## config.mk

```make
export PLATFORM = sky130hd
export DESIGN_NAME = snd_mixer
export DESIGN_NICKNAME = d
export VERILOG_FILES = /design/src/snd_audio_pkg.sv /design/src/snd_mixer.sv
export SDC_FILE = /design/constraint.sdc
export NUM_CORES = 1
export LEC_CHECK = 0
export BUFFER_PORTS_ARGS = -buffer_cell sky130_fd_sc_hd__buf_2
export CAP_MARGIN = 20
export CORE_MARGIN = 3
export CORE_UTILIZATION = 58
export DETAILED_ROUTE_END_ITERATION = 8
export GPL_TIMING_DRIVEN = 1
export PLACE_DENSITY = 0.8
export SYNTH_ARGS = -nofsm -noshare
export SYNTH_HDL_FRONTEND = slang
export SYNTH_SLANG_ARGS = --single-unit
```

## constraint.sdc

```tcl
create_clock -name clk -period 0.8 [get_ports clk]
set_clock_uncertainty 0.15 [all_clocks]
set_input_delay 0.08 -clock clk [delete_from_list [all_inputs] [get_ports clk]]
set_output_delay 0.08 -clock clk [all_outputs]
set_load 0.05 [all_outputs]
```

## src/snd_audio_pkg.sv

```systemverilog
package snd_audio_pkg;

    // one audio sample, two's complement
    typedef logic signed [15:0] sample_t;

    // channel gain, unsigned 4.4 fixed point
    // 8'h10 is unity, 8'h08 is one half
    typedef logic [7:0] gain_t;

    // FM is louder than the ADPCM voice at the source
    localparam gain_t FM_GAIN  = 8'h08;
    localparam gain_t PCM_GAIN = 8'h10;

    // widths used inside the mixer datapath
    localparam int SAMPLE_W = 16;
    localparam int GAIN_W   = 8;
    localparam int GAIN_FRAC = 4;

endpackage

```

## src/snd_mixer.sv

```systemverilog
`timescale 1ns/1ps

module snd_mixer (
    input  logic                   clk,
    input  logic                   rst,
    input  snd_audio_pkg::sample_t ch0,
    input  snd_audio_pkg::sample_t ch1,
    input  snd_audio_pkg::gain_t   gain0,
    input  snd_audio_pkg::gain_t   gain1,
    output snd_audio_pkg::sample_t mixed
);

    localparam int PROD_W = snd_audio_pkg::SAMPLE_W + snd_audio_pkg::GAIN_W + 1;
    localparam int SUM_W  = PROD_W + 1;
    localparam int SCL_W  = SUM_W - snd_audio_pkg::GAIN_FRAC;

    localparam logic signed [SCL_W-1:0] POS_MAX = 32767;
    localparam logic signed [SCL_W-1:0] NEG_MIN = -32768;

    logic signed [PROD_W-1:0] prod0, prod1;
    logic signed [SUM_W-1:0]  sum;
    logic signed [SCL_W-1:0]  scaled;
    snd_audio_pkg::sample_t   clipped;

    // gains are unsigned, so widen with a zero sign bit
    assign prod0 = ch0 * $signed({1'b0, gain0});
    assign prod1 = ch1 * $signed({1'b0, gain1});
    assign sum   = prod0 + prod1;

    // drop the 4.4 fraction
    assign scaled = sum[SUM_W-1:snd_audio_pkg::GAIN_FRAC];

    always_comb begin
        if (scaled > POS_MAX)
            clipped = 16'sh7fff;
        else if (scaled < NEG_MIN)
            clipped = 16'sh8000;
        else
            clipped = scaled[15:0];
    end

    always_ff @(posedge clk or posedge rst) begin
        if (rst)
            mixed <= '0;
        else
            mixed <= clipped;
    end

    // both channels muted gives silence on the next clock
    a_mute: assert property (
        @(posedge clk) disable iff (rst) (gain0 == '0 && gain1 == '0) |=> mixed == '0
    ) else $error("snd_mixer: muted output not zero");

endmodule

```

* After elaboration in Yosys (flattened, before gate mapping)
Index checks and enable logic that the tools add are counted.
** Cells by class
- Add/subtract/negate cells :: 1
- $mul :: 2
- Order comparisons :: 2
- Mux-type cells :: 2
** Operators by type and width (number)
- multiplier 16 x 9 -> 25 bit :: 2
- two-way mux 16 bit :: 2
- adder 25 x 25 -> 26 bit :: 1
- > comparator 22 x 16 -> 1 bit, second input constant :: 1
- less-than comparator 22 x 16 -> 1 bit, second input constant :: 1
** Storage, ports and cells
- Flip-flop bits (word level) :: 16
- Bits of input ports :: 50
- Output and inout port bits :: 16
- Word-level logic and storage cells :: 8

* Logic depth before layout (Yosys ltp)
- Depth after elaboration :: 5
- Gate-level depth with buffers :: 26
- Gate-level depth less buffers :: 23

* Worst setup path after synthesis
No wires, ideal clock.
- Path kind :: in2reg
- Start point :: input gain1[0]
- End point :: register mixed[9]
- Setup time :: 119 ps
- Data arrival time :: 6093 ps
- Setup slack :: -5562 ps
- Stages on the path :: 25
- Cell sequence :: buf_2 clkbuf_1 nand2_1 fa_1 inv_1 fa_1 inv_1 fa_1 inv_1 fa_1 fa_1 inv_1 fa_1 inv_1 ha_1 nand2_1 or3_1 nor2_1 a211oi_1 o211ai_4 a21oi_2 xor2_2 a41oi_2 buf_4 o21a_1
** Between the ends
- Longest elaborated chain between the ends :: 5
** RTL lines
- start, declared :: RTL line snd_mixer.sv:9 : input snd_audio_pkg::gain_t gain1,
- multiplier 16 x 9 -> 25 bit * :: RTL line snd_mixer.sv:27 : assign prod1 = ch1 * $signed({1'b0, gain1});
- adder 25 x 25 -> 26 bit * :: RTL line snd_mixer.sv:28 : assign sum = prod0 + prod1;
- less-than comparator 22 x 16 -> 1 bit :: RTL line snd_mixer.sv:36 : else if (scaled < NEG_MIN)
- two-way mux 16 bit :: RTL line snd_mixer.sv:36
- two-way mux 16 bit * :: RTL line snd_mixer.sv:34 : if (scaled > POS_MAX)
- net clipped[9] :: RTL line snd_mixer.sv:23 : snd_audio_pkg::sample_t clipped;
- end signal, assigned :: RTL line snd_mixer.sv:46 : mixed <= clipped;
- end, declared :: RTL line snd_mixer.sv:10 : output snd_audio_pkg::sample_t mixed
The timed path passes the listed nets; every way through them passes the cells marked *.

* Worst setup path in the final report
- Start point :: input gain1[0]
- End point :: register mixed[10]
Same word-level chain as after synthesis.

==> out/metrics.cfg <==
[outcome]
status=finished with violations
violations=setup timing

[global_route]
antenna_found_initial=2
track_usage_pct=26.75
grt_max_degree=17
grt_pass1_vias=8818
grt_overflow=0
grt_pass1_wl_microns=39640

[synth]
synthTopCellsByArea=fa_1 49%, inv_1 12%, ha_1 11%, nand2_1 6.4%, and2_1 5.8%
ys_seq_area_share_pct=3.986
syn_nets=1482
ys_ff_latch=16
yosysWarnings=0
synth_ff_type=dfrtp_1
synth-edff-count=0
syn-cell-area_sq_mm=0.01004
syn_avg_cell_area_sq_um=9.156
syn_inst=1097
yosysTopAreaCell=fa_1
synth_cell_types=50
synth_top_area_share_pct=49.43
async_flop_share_pct=100.0

[finish]
drive_above_1_share_pct=23.23
regMostFlops=mixed
final_common_cell=inv_1
area_delta_synth_final_pct=23.84
largest_reg_flops=16
layout_common_cells=316 x inv_1, 246 x fa_1, 164 x nand2_1
postLayoutCoreUtil_pct=74.22
nets=1682
top_regs=mixed: 16 flops

[timing]
rsz0062_at_grt=yes
finalCritPeriodShare_pct=721.3
tightestPinTransition_ns=0.4090
report.final.slew_viol_count=0
finalCriticalPeriod_ns=5.770
slew-limit-headroom_pct=72.55
hold_viol=0
setup_viol=32
fin_ws_ns=-4.970
timing.fmax_mhz=173.3

[routing]
first_pass_iters=5
ant_nets=0
wirelength_microns=24290
via_per_inst=5.260
route.detailed.drc=0
vias=7979
drtIter0Drc=333
routedWlPerCell_microns=16.01

[clock_tree]
cts_sinks=16
h-tree-depth=1
cts_root_buf=clkbuf_16
cts_buffers=3
cts_tree=yes
cts_max_path_buffers=2
clk_pin_slew_ns=0.05

[placement]
hpwl_microns=20590
gp_congestion=0.9148
port_buffers=65

[die]
fp.dieH_microns=137.6
die_area_sq_mm=0.01893
core_area_sq_mm=0.01676
ios=66
rows=47
die_w_microns=137.6
initial_core_util_pct=59.93

[min_path]
min_path_type=in2async

[critical_path]
worst_ep_required_time_ns=0.83
path_class=in2reg
startpoint_type=primary input
cp-end-kind=flop
arrival_ns=5.80
cp_max_fo=7

[flow_run]
max_cap_viol_count=0

[per-stage QoR]
stage	worst slack [ns]	area, sq um	TNS [ns]	hold slack, ns	std cells
finish	-4.970	12440	-82.19	0.2229	1517
global placement	-5.318	11800	-84.62	-0.05598	1501
floorplan	-5.031	10210	-79.46	-0.1567	1097
CTS	-4.988	12350	-82.44	0.2458	1515
detailed placement	-5.421	11800	-86.13	-0.05189	1501
global route	-5.142	12440	-85.14	0.2841	1516
[routing by layer]
layer / GRT usage [%] / wire (microns) / up-vias
li1: - / - / 3560
met1: 30.13 / 8337 / 4044
met2: 51.76 / 13680 / 276
met3: 2.155 / 1047 / 97
met4: 10.64 / 1215 / 2
met5: 0 / 13 / -
[final cells by class]
class / instances / area [sq um]
repair buffers: 220 / 1770
inverters: 322 / 1209
flip-flops and latches: 16 / 407.9
multi-input cells: 734 / 8696
diodes: 1 / 2.502
well taps: 220 / 275.3
clock buffers: 4 / 78.83
fillers: 1120 / 4320
[how the worst max path moves through the flow]
stage / startpoint / endpoint / slack (ns) / cells after the start
2_1_floorplan: gain1[0] / mixed[10]$_DFF_PP0_ / -5.03 / 25
6_report: gain1[0] / mixed[10]$_DFF_PP0_ / -4.97 / 25
4_1_cts: gain1[0] / mixed[10]$_DFF_PP0_ / -4.99 / 25
3_3_place_gp: gain1[0] / mixed[4]$_DFF_PP0_ / -5.32 / 23
3_5_place_dp: gain1[0] / mixed[9]$_DFF_PP0_ / -5.42 / 23
5_1_grt: ch1[5] / mixed[2]$_DFF_PP0_ / -5.14 / 25
[worst max-delay path: stages]
cell and delay [ns]:
buf_12 0.10, buf_8 0.12, nand2_8 0.06, fa_1 0.55, inv_2 0.09, fa_1 0.49
inv_1 0.06, fa_1 0.57, fa_1 0.46, fa_1 0.47, fa_1 0.50, inv_1 0.06
ha_4 0.28, buf_6 0.10, nand2_2 0.06, or3_4 0.43, nor2_4 0.14, a211oi_4 0.06
o211ai_4 0.10, a21oi_2 0.10, xor2_2 0.18, o41ai_4 0.31, buf_4 0.17, clkbuf_16 0.14
o21a_1 0.12
[kinds of logic after synthesis]
kind of cell | after synthesis | share of synthesized area (%)
and+or+nand+nor | 294 | 13.99
adders and majority gates | 335 | 60.26
buffers and inverters | 347 | 13.13
AOI/OAI and AO/OA | 74 | 5.705
xor gates and xnor gates | 31 | 2.927
DFF | 16 | 3.986
[synth_stat cells, types with 2 or more instances]
cell type and instances:
xor2_2 3, clkbuf_1 19, ha_1 87, nand2_1 172, a21oi_1 21, xor2_1 4
a31oi_1 5, fa_1 248, dfrtp_1 16, o21ai_1 3, nor3_1 3, inv_1 322
o21ai_2 2, buf_2 4, a21o_1 6, o21ai_0 6, nor2_1 8, xnor2_1 24
nand4_1 6, o21a_1 15, nand2b_1 2, and2_1 93
[repair_timing]
item	4_1_cts	5_1_grt
gates resized for setup	92	18
buffers inserted	8	1
hold buffers	1	0
gates cloned	1	0
endpoints found under the hold margin	16	0
setup endpoints to repair	32	48
pin swaps	21	12
Power is not shown: default switching activity piles up to over one toggle a cycle in this logic, so the estimate is an artifact.
