$ cat src/snd_cen_gen.sv
`timescale 1ns/1ps

module snd_cen_gen #(
    parameter logic [9:0] CEN_N = 10'd1,
    parameter logic [9:0] CEN_M = 10'd8
) (
    input  logic clk,
    input  logic rst,
    output logic cen
);

    logic [9:0]  acc;        // running remainder, always below CEN_M
    logic [10:0] acc_sum;
    logic [10:0] acc_wrap;

    assign acc_sum  = {1'b0, acc} + {1'b0, CEN_N};
    assign acc_wrap = acc_sum - {1'b0, CEN_M};

    // n over m: add n each clock, pulse when the sum reaches m
    always_ff @(posedge clk or posedge rst) begin
        if (rst) begin
            acc <= '0;
            cen <= 1'b0;
        end else if (acc_sum >= {1'b0, CEN_M}) begin
            acc <= acc_wrap[9:0];
            cen <= 1'b1;
        end else begin
            acc <= acc_sum[9:0];
            cen <= 1'b0;
        end
    end

    // ratio above one cannot be produced by a single pulse per clock
    a_ratio_ok: assert property (
        @(posedge clk) disable iff (rst) CEN_N <= CEN_M
    ) else $error("snd_cen_gen: CEN_N larger than CEN_M");

    // remainder must stay inside the modulus or pulses get lost
    a_acc_range: assert property (
        @(posedge clk) disable iff (rst) acc < CEN_M
    ) else $error("snd_cen_gen: accumulator out of range");

endmodule

$ cat config.mk
export PLATFORM = sky130hd
export DESIGN_NAME = snd_cen_gen
export DESIGN_NICKNAME = d
export VERILOG_FILES = /design/src/snd_cen_gen.sv
export SDC_FILE = /design/constraint.sdc
export NUM_CORES = 1
export LEC_CHECK = 0
export ABC_AREA = 1
export ABC_CLOCK_PERIOD_IN_PS = 5200
export BUFFER_PORTS_ARGS = -buffer_cell sky130_fd_sc_hd__buf_2
export CORE_MARGIN = 2
export CORE_UTILIZATION = 50
export CTS_BUF_LIST = sky130_fd_sc_hd__clkbuf_16
export DETAILED_ROUTE_END_ITERATION = 7
export PLACE_DENSITY = 0.69
export SLEW_MARGIN = 15
export SYNTH_ARGS = -nofsm -noshare
export SYNTH_HDL_FRONTEND = slang
export SYNTH_SLANG_ARGS = --single-unit
$ cat constraint.sdc
create_clock -name clk -period 5.2 [get_ports clk]
set_input_delay 0.78 -clock clk [delete_from_list [all_inputs] [get_ports clk]]
set_output_delay 0.78 -clock clk [all_outputs]
set_load 0.01 [all_outputs]
; ---- Word level (Yosys, flattened, before mapping)
; Index checks and enable logic that the tools add are counted.
[op_classes]
n_addsub = 2
muxes = 2
magnitude_cmp = 1
[op_table]
columns = cell, count
row1 = $add A10 B1 Y11 const B, 1
row2 = $ge A11 B4 Y1 const B, 1
row3 = $mux W10, 1
row4 = $sub A10 B4 Y10 const B, 1
row5 = $mux W1, 1
[totals]
in_bits = 2
output_inout_bits = 1
register_bits = 11

; ---- Depth between registers and ports, before layout
; Gate-level depths: netlist of the first run.
[logic_depth]
ltp_word = 3
depth_mapped = 13
ltp_nobuf = 13

; ---- Worst setup path after synthesis of the first run
; No wires, ideal clock.
[synth_timing]
kind = register to register
from = reg acc[0]
to = reg acc[5]
period_less_slack_ns = 1.827
setup_slack_ns = 3.373
required_time_ns = 5.131
t_arrival_ns = 1.758
path_buffers = 0
stages_incl_launch_ff = 13
path_cell_list = dfrtp_1 ha_1 nand3_2 xor2_1 inv_1 ha_1 nand3_2 nor2_2 inv_1 nor2_4 nand2_4 inv_4 nor2_2
[synth_between]
elab_chain_len = 3
elab_cells_between_ends = 4
classes_between = add/sub: 2 / order compare: 1 / mux: 1
[synth_lines]
columns = item, line
row1 = from (decl), 12  ; logic [9:0] acc;
row2 = from (signal assigned), 25  ; acc <= acc_wrap[9:0];
row3 = from (signal assigned), 28  ; acc <= acc_sum[9:0];
row4 = $add A10 B1 Y11 *, 16  ; assign acc_sum = {1'b0, acc} + {1'b0, CEN_N};
row5 = $sub A10 B4 Y10 / $ge A11 B4 Y1 (equally long branches), "17, 24"
row6 = $mux W10 *, 24  ; end else if (acc_sum >= {1'b0, CEN_M}) begin
; Every way passes the cells marked *; elsewhere a longest branch is shown, timed or not.

; ---- Final worst setup path of the first run
[layout_timing]
from = reg acc[1]
to = reg acc[4]
; The elaborated chain is that of the path after synthesis.

==> results of run 1 <==
[state kept, by name (all words and copies together) (netlist names)]
signal and cells:
cen 1, acc 10
[kinds of logic (layout without fill, tap and decap cells)]
logic type      count (synthesis)  in the layout  share of synthesized area, %
compound gates                  1              1                        0.9806
xor+xnor                        4              4                         3.921
fa+ha+maj                       2              2                         2.801
buf+inv                        21             27                         9.104
flops                          11             11                         30.81
simple gates                   90             90                         52.38
[worst max-delay path, stage by stage, from the launching register on]
cell and delay [ns]:
dfrtp_1 0.38, ha_1 0.22, nand3_2 0.12, xor2_1 0.21, inv_1 0.08, ha_1 0.18
nand3_2 0.12, nor2_2 0.12, inv_1 0.07, nor2_4 0.15, nand2_4 0.08, nand2_1 0.07
nand2_1 0.06
[through the flow]
step / hold WS [ns] / power [mW]
6_report: 0.5053 / 0.2267
5_1_grt: 0.5318 / 0.2326
4_1_cts: 0.5065 / 0.2273
3_5_place_dp: 0.5007 / 0.08908
3_3_place_gp: 0.4844 / 0.08908
2_1_floorplan: 0.4692 / 0.08847
[power breakdown]
group          internal, mW  total [mW]  switching (mW)
sequential           0.0860      0.0860               0
clock                 0.101       0.139          0.0380
combinational      0.000311     0.00182         0.00151
total                 0.187       0.227          0.0395
[cell type report]
| class | instances | area [um2] | area share, % |
|---|---|---|---|
| Multi-Input combinational cell | 97 | 536.8 | 52.96 |
| Sequential cell | 11 | 275.3 | 27.16 |
| Inverter | 21 | 81.33 | 8.025 |
| Clock buffer | 3 | 75.07 | 7.407 |
| Tap cell | 25 | 31.28 | 3.086 |
| Timing Repair Buffer | 2 | 10.01 | 0.9877 |
| Clock inverter | 1 | 3.754 | 0.3704 |
[synth_stat cells]
cell / count / area share [%]
dfrtp_1: 11 / 31
nand3_1: 10 / 5.6
o21ai_2: 1 / 0.98
nor3_1: 1 / 0.56
nand2_4: 1 / 1.3
nand2_1: 41 / 17
inv_1: 20 / 8.4
nor2_1: 8 / 3.4
nand3_2: 3 / 3.4
nand2_2: 6 / 4.2
nor2_2: 12 / 8.4
ha_1: 2 / 2.8
nor2_4: 5 / 6.3
inv_4: 1 / 0.70
nand4_1: 2 / 1.4
or2_1: 1 / 0.70
xor2_1: 4 / 3.9
[path summary, 6_finish.rpt]
kind,from,to,slack [ns],cells past startpoint
max in group asynchronous,rst,acc[7],4.42,2
min in group clk,acc[0],acc[0],0.51,1
max,acc[1],acc[4],3.20,12
min reg2reg,acc[0],acc[0],0.51,1
max reg2reg,acc[1],acc[4],3.20,12
min,rst,acc[0],0.51,2
[metal layers]
layer	part of all wire, %	track usage, %
met5	0	0
met4	2.5	13.14
met3	4.1	4.706
met2	47	33.33
met1	46	26.16
==> results by group, run 1 <==
Status
  • Status: finished clean

Clock tree
  • Clock Tree Root: clkbuf_16
  • Worst-Skew Late Latency: ~0.24 ns
  • Clk sinks: 11
  • CTS tree: yes
  • Setup bufs post-CTS: 0
  • # H-tree levels: 1
  • Clock slew at reported path FFs: approximately 0.040 ns
  • Max clock buf depth: 2
  • TritonCTS Buffers: 3
  • Cts repair resizes: 0
  • Cts hold-fix bufs: 0

Timing
  • Rel. slew slack: between 70% and 80%
  • Tmin final: approximately 2 ns
  • RSZ-0062 raised after global routing: no
  • Tcrit/Tclk final: 38.39%
  • Final setup violation count: 0
  • Fin. max-slew vios: 0
  • Total Neg Setup Slack: 0 ns
  • Final Skew: roughly 0.00049 ns
  • Final worst slack: ~3.2 ns
  • Hold Fails Final Rpt: 0
  • F_max: 501.0 MHz
  • Slew @ Worst Pin: 0.3789 ns

Yosys
  • Syn_nets: 133
  • YS warnings: 0
  • Cells after synthesis: 129
  • Mapped cell area: about 890 um2
  • Avg Inst Size Synth: 6.925 um2
  • Library cells used by synthesis: 17
  • Seq cells post-synth: 11
  • Seq/Total Area, Yosys: 30.81%

Critical path
  • CP Capture Type: flip-flop
  • Crit path max fanout: 3
  • Setup crit start kind: flip-flop
  • Worst EP required: ~5.3 ns
  • Critical path arrival: about 2.1 ns
  • Critical path class: reg2reg

Finish
  • Final instance area: 1013 um2
  • Most common cell after layout, fill and taps aside: nand2_1
  • Layout fillers: about 150
  • ANT cells: 0
  • Nets: 140
  • Fin cells: 160
  • Area delta synth->final: 13.45%
  • Layout cells sized above 1: 25.19%
  • Most frequent cells in the layout: 41 x nand2_1, 21 x inv_1, 12 x nor2_2, 11 x dfrtp_1, 10 x nand3_1
  • Final core occ: between 50 and 60%

Power
  • VDD IR max: ~0.00023 V
  • Pleak: ~0.57 nW
  • Total power per unit cell area: about 220 nW/um2

Route
  • 1st-iter DRT viols: 28
  • DRT antenna net count: 0
  • Drt total wl: 1838 um
  • WL per Instance: ~11 um
  • Vias: 761
  • Initial DRT Pass Iterations: 4
  • DRC: 0
  • Via/cell ratio: 4.756

Placement
  • Total placed cells including tap cells: roughly 160
  • Area after DPL: 934.6 um2
  • Post-Place Setup Slack: between 3 and 4 ns
  • Post-DP HPWL: 1422 um
  • Port bufs: 2
  • Gp weighted congestion: 0.8554

Floorplan
  • Die area: 2141 um2
  • CORE AREA: around 1700 um2
  • Io pins: 3
  • Cell row count: 15
  • Die width: between 40 and 50 um
  • Initial Util: between 50% and 60%
  • Die height: 46.27 um

Global route
  • Via count of the first global-routing pass: between 700 and 800
  • Total GRT Usage: a little over a fifth
  • Antenna violations before repair: 0
  • First-pass GRT wire length: 3029 um
  • Largest net degree at the start of global routing: 12
  • Total gr overflow: 0

Flow run
  • Max Cap Violations: 0

Worst hold path
  • Hold WC Path Type: in2async
No activity file was read; power rests on OpenSTA's default activity.
==> inputs of run 2 (changes only) <==
ABC_CLOCK_PERIOD_IN_PS = 1750   (was 5200)
PLACE_DENSITY = 0.72   (was 0.69)
clock period = 1.75 ns   (was 5.2 ns; I/O delays follow)
==> results by group, run 2 (synthesized netlist as in run 1, its figures left out) <==
Timing
  • F_max: 539.0 MHz (+7.6%)
  • RSZ-0062 raised after global routing: yes
  • Fin. max-slew vios: 0 (unchanged)
  • Tcrit/Tclk final: 106.0% (+68 points)
  • Slew @ Worst Pin: 0.3874 ns (+0.008548 ns)
  • Final worst slack: -0.1052 ns (-3.309 ns)
  • Hold Fails Final Rpt: 0 (unchanged)
  • Rel. slew slack: 74.14% (-0.57 points)
  • Total Neg Setup Slack: -0.6709 ns (-0.6709 ns)
  • Final setup violation count: 8 (+8)
  • Min Hold Slack: 0.008077 ns (-0.4972 ns)
  • Tmin final: 1.855 ns (-0.1410 ns)
  • Final Skew: 0.001588 ns (+0.001099 ns)

Power
  • Pleak: 0.6582 nW (+16%)
  • Tot Pwr: 660.4 uW (+190%)
  • VDD IR max: 0.0007051 V (+200%)
  • Total power per unit cell area: 520.0 nW/um2 (+130%)

Finish
  • Biggest regs: acc: 10 flops, cen: 1 flops
  • Top reg by flops: acc
  • Fin cells: 177 (+11%)
  • Max FFs per register: 10 (unchanged)
  • Most frequent cells in the layout: 29 x nand2_1, 19 x inv_1, 18 x nand2_2, 14 x buf_4, 11 x dfrtp_1
  • Layout fillers: 115 (-23%)
  • Multi-input gate area: 651.9 um2 (+21%)
  • Register area: 275.3 um2 (unchanged)
  • Area delta synth->final: 42.16%
  • Layout cells sized above 1: 46.71% (+22 points)
  • ANT cells: 0 (unchanged)
  • Nets: 157 (+12%)
  • Most common cell after layout, fill and taps aside: nand2_1

Critical path
  • CP Cell Sequence: ha_4 > nand3_4 > buf_6 > nor2_4 > nand3_2 > nand2_2 > nand2_1 > nor2_2 > nand2_2 > nand2_4 > inv_6 > nor2_2
  • CP max-delay cell: dfrtp_1
  • Setup slack, reg-to-reg: -0.11 ns (-3.31 ns)
  • Crit path from: acc[1]
  • Reg2reg path depth: 12 (unchanged)
  • Largest delay share family, worst path: simple AND/OR/NAND/NOR gates
  • Critical path arrival: 2.03 ns (-0.09 ns)
  • Slowest stage delay, CP: 0.41 ns (+0.03 ns)
  • Worst EP required: 1.92 ns (-3.41 ns)
  • Reg-to-Reg End: acc[5]
  • Worst R2R Start: acc[1]
  • Setup crit start kind: flip-flop
  • Critical path class: reg2reg
  • Worst Path Buf+Inv: 2 (unchanged)
  • Crit path max fanout: 5 (+2)
  • Levels on crit path: 12 (unchanged)
  • CP Capture Type: flip-flop
  • End of the critical path: acc[5]

Floorplan
  • Cell row count: 15 (unchanged)
  • Die height: 46.27 um (unchanged)
  • Die area: 2141 um2 (unchanged)
  • Die width: 46.27 um (unchanged)
  • CORE AREA: 1708 um2 (unchanged)
  • Initial Util: 52.31% (unchanged)
  • Io pins: 3 (unchanged)

Clock tree
  • Max clock buf depth: 2 (unchanged)
  • CTS tree: yes
  • # H-tree levels: 1 (unchanged)
  • Clock Tree Root: clkbuf_16
  • Cts hold-fix bufs: 0 (unchanged)
  • Clk sinks: 11 (unchanged)
  • Clock slew at reported path FFs: 0.04 ns (about the same)
  • Worst-Skew Late Latency: 0.23 ns (about the same)
  • TritonCTS Buffers: 3 (unchanged)

Status
  • Status: complete, but fails checks
  • Failing checks: setup timing

Placement
  • Total placed cells including tap cells: 165 (+5.8%)
  • Post-Place Setup Slack: -0.1052 ns (-3.344 ns)
  • Gp weighted congestion: 0.8333 (-2.6%)
  • Port bufs: 2 (unchanged)
  • Post-DP HPWL: 1658 um (+17%)

Route
  • DRC: 0 (unchanged)
  • Initial DRT Pass Iterations: 4 (unchanged)
  • Via/cell ratio: 5.181 (+8.9%)
  • Drt total wl: 2534 um (+38%)
  • WL per Instance: 14.32 um (+25%)
  • Vias: 917 (+20%)
  • 1st-iter DRT viols: 31 (+11%)
  • DRT antenna net count: 0 (unchanged)

Global route
  • First-pass GRT wire length: 3822 um (+26%)
  • Total gr overflow: 0 (unchanged)
  • Antenna violations before repair: 0 (unchanged)
  • Total GRT Usage: 26.64% (+5.4 points)
  • Via count of the first global-routing pass: 884 (+24%)
  • Largest net degree at the start of global routing: 12 (unchanged)

Worst hold path
  • Hold WC Path Type: in2async

Flow run
  • Max Cap Violations: 0 (unchanged)
[run 2: changes by cell type in the layout (fill, tap and decap cells not counted), sizes merged]
cell / before / now
buf: 2 / 19
[run 2: through the flow]
stage | utilization, % | instance area [um2]
after global routing | 74.36 | 1270
final | 74.36 | 1270
after floorplan | - | 913.4
after detailed placement | 59.85 | 1022
after CTS | 69.38 | 1185
after global placement | 59.85 | 1022
[run 2: worst min-delay path by stage]
stage | start | end | slack, ns
floorplan | rst | acc[0] | 0.11
CTS | rst | acc[5] | 0.02
detailed placement | rst | acc[1] | 0.25
global route | rst | acc[0] | 0.05
finish | rst | acc[5] | 0.008
global placement | rst | acc[1] | 0.25
[run 2: worst reg2reg max path, stage by stage, from the launching register on]
cell and delay (ns):
dfrtp_1 0.41, ha_4 0.18, nand3_4 0.09, buf_6 0.14, nor2_4 0.17, nand3_2 0.13
nand2_2 0.13, nand2_1 0.10, nor2_2 0.11, nand2_2 0.10, nand2_4 0.10, inv_6 0.05
nor2_2 0.09
[run 2: timing repair]
item,CTS,global route
setup buffers,7,1
endpoints found under the hold margin,0,0
pin swaps,10,15
gates resized for setup,8,21
endpoints found under the setup margin,8,8
[run 2: routing by layer]
metal | vias up | share of wire (%) | track usage, %
li1 | 438 | - | -
met1 | 427 | 39 | 32.68
met3 | 13 | 5.3 | 4.314
met2 | 39 | 52 | 43.06
met5 | - | 0 | 0
met4 | 0 | 3.8 | 16.57
[run 2: cell type report]
class	count	share of cell area, %
multi-input combinational	97	51.33
sequential	11	21.67
timing repair buffer	19	11.72
inverter	21	6.601
clock buffer	3	5.911
tap	25	2.463
clock inverter	1	0.2956
[run 2: report_power, final]
group | internal (mW) | switching (mW) | leakage, nW
Combinational | 0.000940 | 0.00477 | 0.466
Sequential | 0.256 | 0 | 0.150
Clock | 0.299 | 0.101 | 0.0423
Total | 0.555 | 0.105 | 0.658
