--- config.mk ---
export PLATFORM = sky130hd
export DESIGN_NAME = snd_addr_decode
export DESIGN_NICKNAME = d
export VERILOG_FILES = /design/src/snd_bus_pkg.sv /design/src/snd_addr_decode.sv
export SDC_FILE = /design/constraint.sdc
export NUM_CORES = 1
export LEC_CHECK = 0
export BUFFER_PORTS_ARGS = -buffer_cell sky130_fd_sc_hd__clkbuf_2
export CORE_MARGIN = 1.5
export CORE_UTILIZATION = 38
export CTS_CLUSTER_DIAMETER = 50
export DETAILED_ROUTE_END_ITERATION = 10
export GPL_ROUTABILITY_DRIVEN = 0
export HOLD_SLACK_MARGIN = 0.06
export PLACE_DENSITY = 0.76
export SYNTH_ARGS = -nofsm -noshare
export SYNTH_HDL_FRONTEND = slang
export SYNTH_SLANG_ARGS = --single-unit
--- constraint.sdc ---
create_clock -name clk -period 1 [get_ports clk]
set_clock_uncertainty 0.1 [all_clocks]
set_input_delay 0.2 -clock clk [delete_from_list [all_inputs] [get_ports clk]]
set_output_delay 0.2 -clock clk [all_outputs]
set_load 0.01 [all_outputs]
--- src/snd_bus_pkg.sv ---
package snd_bus_pkg;

    // bus as seen from the sound CPU, strobes active high
    typedef struct packed {
        logic [15:0] addr;
        logic        mreq;  // memory request
        logic        rd;
        logic        wr;
        logic [7:0]  dout;  // write data from the CPU
    } snd_cpu_bus_t;

    // registered chip selects, one per decoded region
    typedef struct packed {
        logic rom;
        logic ram;
        logic fm;
        logic pcm;
        logic bank;
        logic rate;
        logic latch0;
        logic latch1;
        logic io;     // whole F page
    } snd_cs_t;

    // top nibble of the address
    localparam logic [3:0] RAM_PAGE = 4'hd;
    localparam logic [3:0] IO_PAGE  = 4'hf;

    // banked ROM window 8000-BFFF
    localparam logic [1:0] ROM_BANK_WIN = 2'b10;

    // register offsets inside the I/O page, address bits 3:1
    localparam logic [2:0] OFS_FM     = 3'd0;
    localparam logic [2:0] OFS_PCM    = 3'd1;
    localparam logic [2:0] OFS_BANK   = 3'd2;
    localparam logic [2:0] OFS_RATE   = 3'd3;
    localparam logic [2:0] OFS_LATCH0 = 3'd4;
    localparam logic [2:0] OFS_LATCH1 = 3'd5;

    localparam logic [7:0] RD_IDLE = 8'hff;  // unmapped read value

endpackage

--- src/snd_addr_decode.sv ---
`timescale 1ns/1ps

module snd_addr_decode (
    input  logic                     clk,
    input  logic                     rst,
    input  snd_bus_pkg::snd_cpu_bus_t bus,
    input  logic                     bank,
    output snd_bus_pkg::snd_cs_t     cs,
    output logic [15:0]              rom_addr
);

    logic       io_sel;
    logic [2:0] io_ofs;
    logic       rom_sel;
    logic [5:0] io_sels;  // the six decoded I/O registers

    assign io_sel = bus.mreq && bus.addr[15:12] == snd_bus_pkg::IO_PAGE;
    assign io_ofs = bus.addr[3:1];

    // fixed ROM below 8000, banked window above
    assign rom_sel = bus.mreq && bus.rd &&
                     (!bus.addr[15] || bus.addr[15:14] == snd_bus_pkg::ROM_BANK_WIN);

    always_ff @(posedge clk or posedge rst) begin
        if (rst) begin
            cs       <= '0;
            rom_addr <= '0;
        end else begin
            cs.rom    <= rom_sel;
            cs.ram    <= bus.mreq && bus.addr[15:12] == snd_bus_pkg::RAM_PAGE;
            cs.io     <= io_sel;
            cs.fm     <= io_sel && io_ofs == snd_bus_pkg::OFS_FM;
            cs.pcm    <= io_sel && io_ofs == snd_bus_pkg::OFS_PCM;
            cs.bank   <= io_sel && io_ofs == snd_bus_pkg::OFS_BANK;
            cs.rate   <= io_sel && io_ofs == snd_bus_pkg::OFS_RATE;
            cs.latch0 <= io_sel && io_ofs == snd_bus_pkg::OFS_LATCH0;
            cs.latch1 <= io_sel && io_ofs == snd_bus_pkg::OFS_LATCH1;
            if (bus.addr[15])
                rom_addr <= {1'b1, bank, bus.addr[13:0]};  // 16K page picked by bank
            else
                rom_addr <= {1'b0, bus.addr[14:0]};
        end
    end

    assign io_sels = {cs.fm, cs.pcm, cs.bank, cs.rate, cs.latch0, cs.latch1};

    // the read mux and write strobes rely on a single register hit
    a_io_onehot: assert property (
        @(posedge clk) disable iff (rst) $onehot0(io_sels)
    ) else $error("snd_addr_decode: more than one I/O select");

endmodule

* After elaboration in Yosys (flattened, before gate mapping)
Index checks and enable logic that the tools add are counted.
** Word-level totals
- Register bits after elaboration :: 25
- Word-level logic and storage cells :: 32
- Output and inout port bits :: 25
** Cells by class
- Eq/ne operators :: 8
- Mux-type cells :: 1
- Reductions and logical operators :: 13
** Operators by type and width (number)
- 16-bit 2-to-1 mux :: 1
- 1-bit logical AND :: 10
- 4-bit equality test, second input constant :: 2
- 3-bit by 2-bit equality test with 1-bit output, second input constant :: 2
- 3-bit equality test, second input constant :: 2
- 3-bit by 1-bit equality test with 1-bit output, second input constant :: 1
- 3-bit zero test :: 1
- 2-bit equality test, second input constant :: 1
- 1-bit zero test :: 1
- 1-bit logical OR :: 1

* Longest topological paths before layout
Gate-level depths: netlist of the first run.
- Depth in word-level cells :: 3
- Mapped depth :: 2
- Gate-level depth less buffers :: 2

* Least setup slack after synthesis of the first run
Ideal clock, no wire load.
- Path type :: input port to flip-flop
- Start point :: in bus[23] in the netlist's numbering
- End point :: reg cs[2] in the netlist's numbering
- Slack :: 0.256 ns
- Cell stages on the path :: 2
- Buffers on the path :: 0
- Arrival time :: 0.548 ns
- Path through :: nand4_4 nor4_2
** On the way
- Cells in the longest elaborated chain, start to end :: 3
** Ends and longest elaborated chain
- start: declaration :: RTL line snd_addr_decode.sv:6 : input snd_bus_pkg::snd_cpu_bus_t bus,
- 4-bit equality test :: RTL line snd_addr_decode.sv:17 : assign io_sel = bus.mreq && bus.addr[15:12] == snd_bus_pkg::IO_PAGE;
- 1-bit logical AND :: RTL line snd_addr_decode.sv:17
- 1-bit logical AND :: RTL line snd_addr_decode.sv:36 : cs.latch0 <= io_sel && io_ofs == snd_bus_pkg::OFS_LATCH0;
- end: declaration :: RTL line snd_addr_decode.sv:8 : output snd_bus_pkg::snd_cs_t cs,
Every way passes these cells.

* Worst setup path in the final report of the first run
- Start point :: reg cs[1] in the netlist's numbering
- End point :: out cs[1] in the netlist's numbering
No word-level cell between the ends.

==> impl_metrics.tcl, run 1 <==
set metrics [dict create \
    status "finished, violations left" \
    violations "negative setup slack" \
    rsz0062_at_grt "true" \
    vias 615 \
    grt_use_total_pct 15.6 \
    cts_tree "built" \
    rows 16 \
    path_class "reg -> out" \
    dp_hpwl_um 1090 \
    cpLargestDelayFamily "flip-flops" \
    grt_pass1_wl_um 2400 \
    synth_adder_area_share_pct 0 \
    grt_max_degree 17 \
    multi_input_area_um2 138 \
    synth.distinct_cells 10 \
    die_x_um 47.7 \
    gr-max-usage-layer "met2" \
    nNetsFinal 150 \
    fillers 138 \
    yosys.area_share.xor_xnor_pct 0 \
    grt_overflow_total 0 \
    clock_sinks 25 \
    cts_made_buffers 3 \
    synth-compound-area-share_pct 0.658 \
    antenna_found_initial 0 \
    clockBufferDepth 2 \
    ys_seq_area_share_pct 82.2 \
    viasPerCell 4.21 \
    syn-num-nets 74 \
    maxSlewViolCount 0 \
    hp-class "in -> reg" \
    max_stage_delay_ns 0.41 \
    first_iter_violations 7 \
    power.total_mw 1.74 \
    layout_common_cells "clkbuf_2 (41), dfrtp_1 (25), dlygate4sd3_1 (19)" \
    synthSimpleGateAreaFrac_pct 14.6 \
    cts-root-buf "clkbuf_4" \
    slowest_stage "dfrtp_1" \
    worstMarginPinSlew_ns 0.216 \
    synth_top_family_by_area "simple AND/OR/NAND/NOR gates" \
    ys_warn_count 0 \
    critical_path_buf_inv_count 1 \
    critPathMaxFanout 1 \
    clk_pin_slew_worst_paths_ns 0.13 \
    drive_gt1_share_pct 48.7 \
    finalSetupViolCount 25 \
    max_freq_mhz 868 \
    maxCapViolations 0 \
    die_y_um 47.7 \
    critPathLaunchType "flop" \
    crit_arrival_ns 0.85 \
    ir_drop_mv 0.940 \
    dieArea_um2 2280 \
    p_per_area_nw_per_um2 1310 \
    final_common_cell "clkbuf_2" \
    endpoint_kind "output port" \
    postSynthCellCount 44 \
    tns_ns -2.95 \
    synthMuxAreaShare_pct 1.48 \
    ioPinCount 55 \
    finalWorstSetupSlack_ns -0.152 \
    grtUsageMet2_pct 26.4 \
    drc_errors 0 \
    ant_nets 0 \
    initial_utilization_pct 39.6 \
    htreeDepth 1 \
    routedWlPerCell_um 13.0 \
    cp-startpoint "cs[1]" \
    grt_use_met3_pct 2.26 \
    netlist_area_um2 761 \
    globalRouteMet1Util_pct 19.9 \
    area_growth_syn_to_layout_pct 75.0 \
    hold_viol 0 \
    timing.final.crit_share_pct 115 \
    seqCellArea_um2 626 \
    diodes 0 \
    avgSynthCellArea_um2 17.3 \
    grt_pass1_vias 534 \
    numPortBuffers 45 \
    period_minus_slack_ns 1.15 \
    p_leak_nw 0.717 \
    cp.required_ns 0.70 \
    drt_wl_total_um 1900 \
    ys_ff_latch 25 \
    max_slew_margin_pct 85.5 \
    crit_chain "clkbuf_2" \
    hold_start "bus[25]" \
    core_area_um2 1920 \
    drt-pass1-iter-count 4 \
    postCtsSetupBuffers 0 \
]
-- stage by stage --
stage	util (%)	hold WS (ns)	cell area [um2]	std cells	worst slack, ns
after global routing	69.3	0.0809	1330	146	-0.198
after CTS	67.8	0.0645	1300	146	-0.154
after detailed placement	53.8	0.0768	1030	118	0.00437
after global placement	53.8	0.0802	1030	118	0.0539
final	69.3	0.0959	1330	146	-0.152
after floorplan	-	0.127	761	44	0.208
-- power by group --
part / leakage (nW) / switching [mW] / internal, mW / total, mW
sequential: 0.311 / 0.0102 / 1.05 / 1.06
combinational: 0.388 / 0.113 / 0.136 / 0.249
clock: 0.0177 / 0.283 / 0.149 / 0.432
total: 0.717 / 0.406 / 1.33 / 1.74
-- sequential cells by signal, indices dropped and copies added (netlist names) --
name / count
cs: 9
rom_addr: 16
-- path summary, 6_finish.rpt --
kind                           endpoint  slack, ns  cells after the start
max in group asynchronous  rom_addr[14]       0.29                      4
worst min-delay path       rom_addr[14]        0.1                      2
worst max-delay path              cs[1]      -0.15                      1
min in group asynchronous   rom_addr[8]       0.29                      4
-- kinds of logic (layout without fill, tap and decap cells) --
logic type | Yosys count | count (layout)
buffers and inverters | 2 | 77
AND/OR/NAND/NOR | 15 | 15
AO/OA/AOI/OAI | 1 | 1
flip-flops | 25 | 25
multiplexers | 1 | 1
-- metal layers --
metal	part of all wire (%)	wire length, um
met4	1.3	24
met1	39	734
met3	8.9	170
met5	0	0
met2	51	970
-- synth_stat cells --
master / instances / share of area (%)
nand2b_1: 3 / 2.5
nand4_4: 1 / 2.8
inv_1: 2 / 0.99
a21oi_1: 1 / 0.66
nor2_1: 2 / 0.99
nor3_1: 3 / 2.0
nand2_1: 3 / 1.5
nor4_2: 3 / 4.9
dfrtp_1: 25 / 82
mux2_2: 1 / 1.5
-- timing repair --
item | CTS | global route
endpoints found under the setup margin | 25 | 31
endpoints found under the hold margin | 47 | 0
resized for setup | 0 | 12
cloned | 0 | 0
hold buffers | 24 | 0
pin swaps | 0 | 3
-- cell type report --
class,instances,share of cell area [%]
sequential,25,47.0
clock buffer,3,1.69
timing repair buffer,71,37.5
multi-input combinational,17,10.3
inverter,2,0.564
tap,27,2.54
clock inverter,1,0.376
No activity file was read; power rests on OpenSTA's default activity.
==> inputs of run 2 (changes only) <==
- ABC_CLOCK_PERIOD_IN_PS: default -> 1000
- CORE_UTILIZATION: 38 -> 40
- CTS_BUF_LIST: default -> sky130_fd_sc_hd__clkbuf_2 sky130_fd_sc_hd__clkbuf_4 sky130_fd_sc_hd__clkbuf_8
- PLACE_DENSITY: 0.76 -> 0.79
==> impl_metrics.tcl, run 2 (synthesis results as in run 1) <==
set metrics [dict create \
    drc_errors 0 \
    endpoint_kind "output port" \
    clk_pin_slew_worst_paths_ns 0.13 \
    clock_sinks 25 \
    largest_register_ffs 16 \
    finalWorstSetupSlack_ns -0.127 \
    hp-class "in -> reg" \
    diodes 0 \
    period_minus_slack_ns 1.13 \
    max_freq_mhz 888 \
    dp_hpwl_um 1030 \
    rsz0062_at_grt "true" \
    hold_start "bus[13]" \
    holdPathEnd "cs[4]" \
    area_growth_syn_to_layout_pct 68.9 \
    cp.required_ns 0.70 \
    finalSetupViolCount 25 \
    dieArea_um2 2170 \
    htreeDepth 1 \
    cts_tree "built" \
    cts-root-buf "clkbuf_4" \
    numPortBuffers 45 \
    postCtsSetupBuffers 0 \
    worstMarginPinSlew_ns 0.300 \
    grt_pass1_wl_um 2350 \
    regMostFlops "rom_addr" \
    maxSlewViolCount 0 \
    grt_pass1_vias 586 \
    fin_util_pct 72.8 \
    reg_top3 "rom_addr x16, cs x9" \
    p_per_area_nw_per_um2 1350 \
    switching_share_pct 21.9 \
    core_area_um2 1760 \
    clockBufferDepth 2 \
    drive_gt1_share_pct 48.3 \
    cts_made_buffers 3 \
    p_comb_share_pct 13.2 \
    crit_arrival_ns 0.83 \
    violations "negative setup slack" \
    initial_utilization_pct 43.1 \
    critical_path_buf_inv_count 1 \
    layout_common_cells "clkbuf_2 (43), dfrtp_1 (25), dlygate4sd3_1 (20)" \
    rows 15 \
    power.switching_mw 0.380 \
    whs_ns 0.0554 \
    viasPerCell 4.26 \
    ioPinCount 55 \
    seqPwrFrac_pct 61.0 \
    grt_use_total_pct 16.4 \
    grt_max_degree 26 \
    slowest_stage "dfrtp_1" \
    p_leak_nw 0.674 \
    grt_overflow_total 0 \
    critPathLaunchType "flop" \
    drt-pass1-iter-count 2 \
    nNetsFinal 147 \
    status "finished, violations left" \
    timing.final.crit_share_pct 113 \
    maxCapViolations 0 \
    fillers 145 \
    final_common_cell "clkbuf_2" \
    hold_viol 0 \
    die_x_um 46.6 \
    routedWlPerCell_um 11.3 \
    ant_nets 0 \
    p_int_mw 1.35 \
    cpLargestDelayFamily "flip-flops" \
    ir_drop_mv 0.822 \
    min_delay_path_depth 3 \
    first_iter_violations 3 \
    critPathMaxFanout 1 \
    antenna_found_initial 0 \
    crit_chain "clkbuf_2" \
    vias 600 \
    die_y_um 46.6 \
    path_class "reg -> out" \
    drt_wl_total_um 1600 \
    max_slew_margin_pct 80.0 \
    max_stage_delay_ns 0.39 \
    pwr-share-clk_pct 25.8 \
]
run 2: final cells by class:
class                      instances  area (um2)  share of cell area, %
sequential                        25         626                   48.7
timing repair buffer              68         458                   35.6
multi-input combinational         17         133                   10.3
tap                               25        31.3                   2.43
clock buffer                       4        30.0                   2.34
inverter                           2        7.51                  0.584
run 2: through the flow:
step	setup WS (ns)	TNS [ns]	std cells	total power [mW]	instance area [um2]
after detailed placement	0.00300	0	115	1.24	1020
after global routing	-0.171	-3.69	141	1.81	1280
after CTS	-0.133	-3.11	141	1.75	1270
final	-0.127	-2.61	141	1.73	1280
after floorplan	0.208	0	44	1.14	761
after global placement	0.0261	0	115	1.23	1020
run 2: power by group through the flow:
stage	clock network (mW)	logic (mW)	registers (mW)
final	0.448	0.229	1.06
after global placement	0	0.157	1.08
after CTS	0.466	0.228	1.06
after global routing	0.497	0.252	1.06
after detailed placement	0	0.162	1.08
after floorplan	0	0.0362	1.10
run 2: routing by layer:
layer,up-vias,GRT usage (%),part of all wire (%)
met1,287,15.3,34
met4,0,8.33,1.2
met3,2,4.31,6.1
li1,290,-,-
met2,21,31.7,59
met5,-,0,0
run 2: timing repair:
item | 4_1_cts | 5_1_grt
resized for setup | 0 | 5
setup endpoints to repair | 25 | 30
pin swaps | 0 | 0
hold endpoints to repair | 46 | 1
hold buffers | 22 | 1
run 2: worst max path at each step:
stage                  endpoint  depth (start not counted)  slack [ns]        start
floorplan                 cs[0]                          1        0.21          rst
global placement          cs[6]                          3        0.03      bus[26]
detailed placement        cs[6]                          3       0.003      bus[26]
CTS                       cs[1]                          1       -0.13        cs[1]
global route        rom_addr[5]                          1       -0.17  rom_addr[5]
finish              rom_addr[7]                          1       -0.13  rom_addr[7]
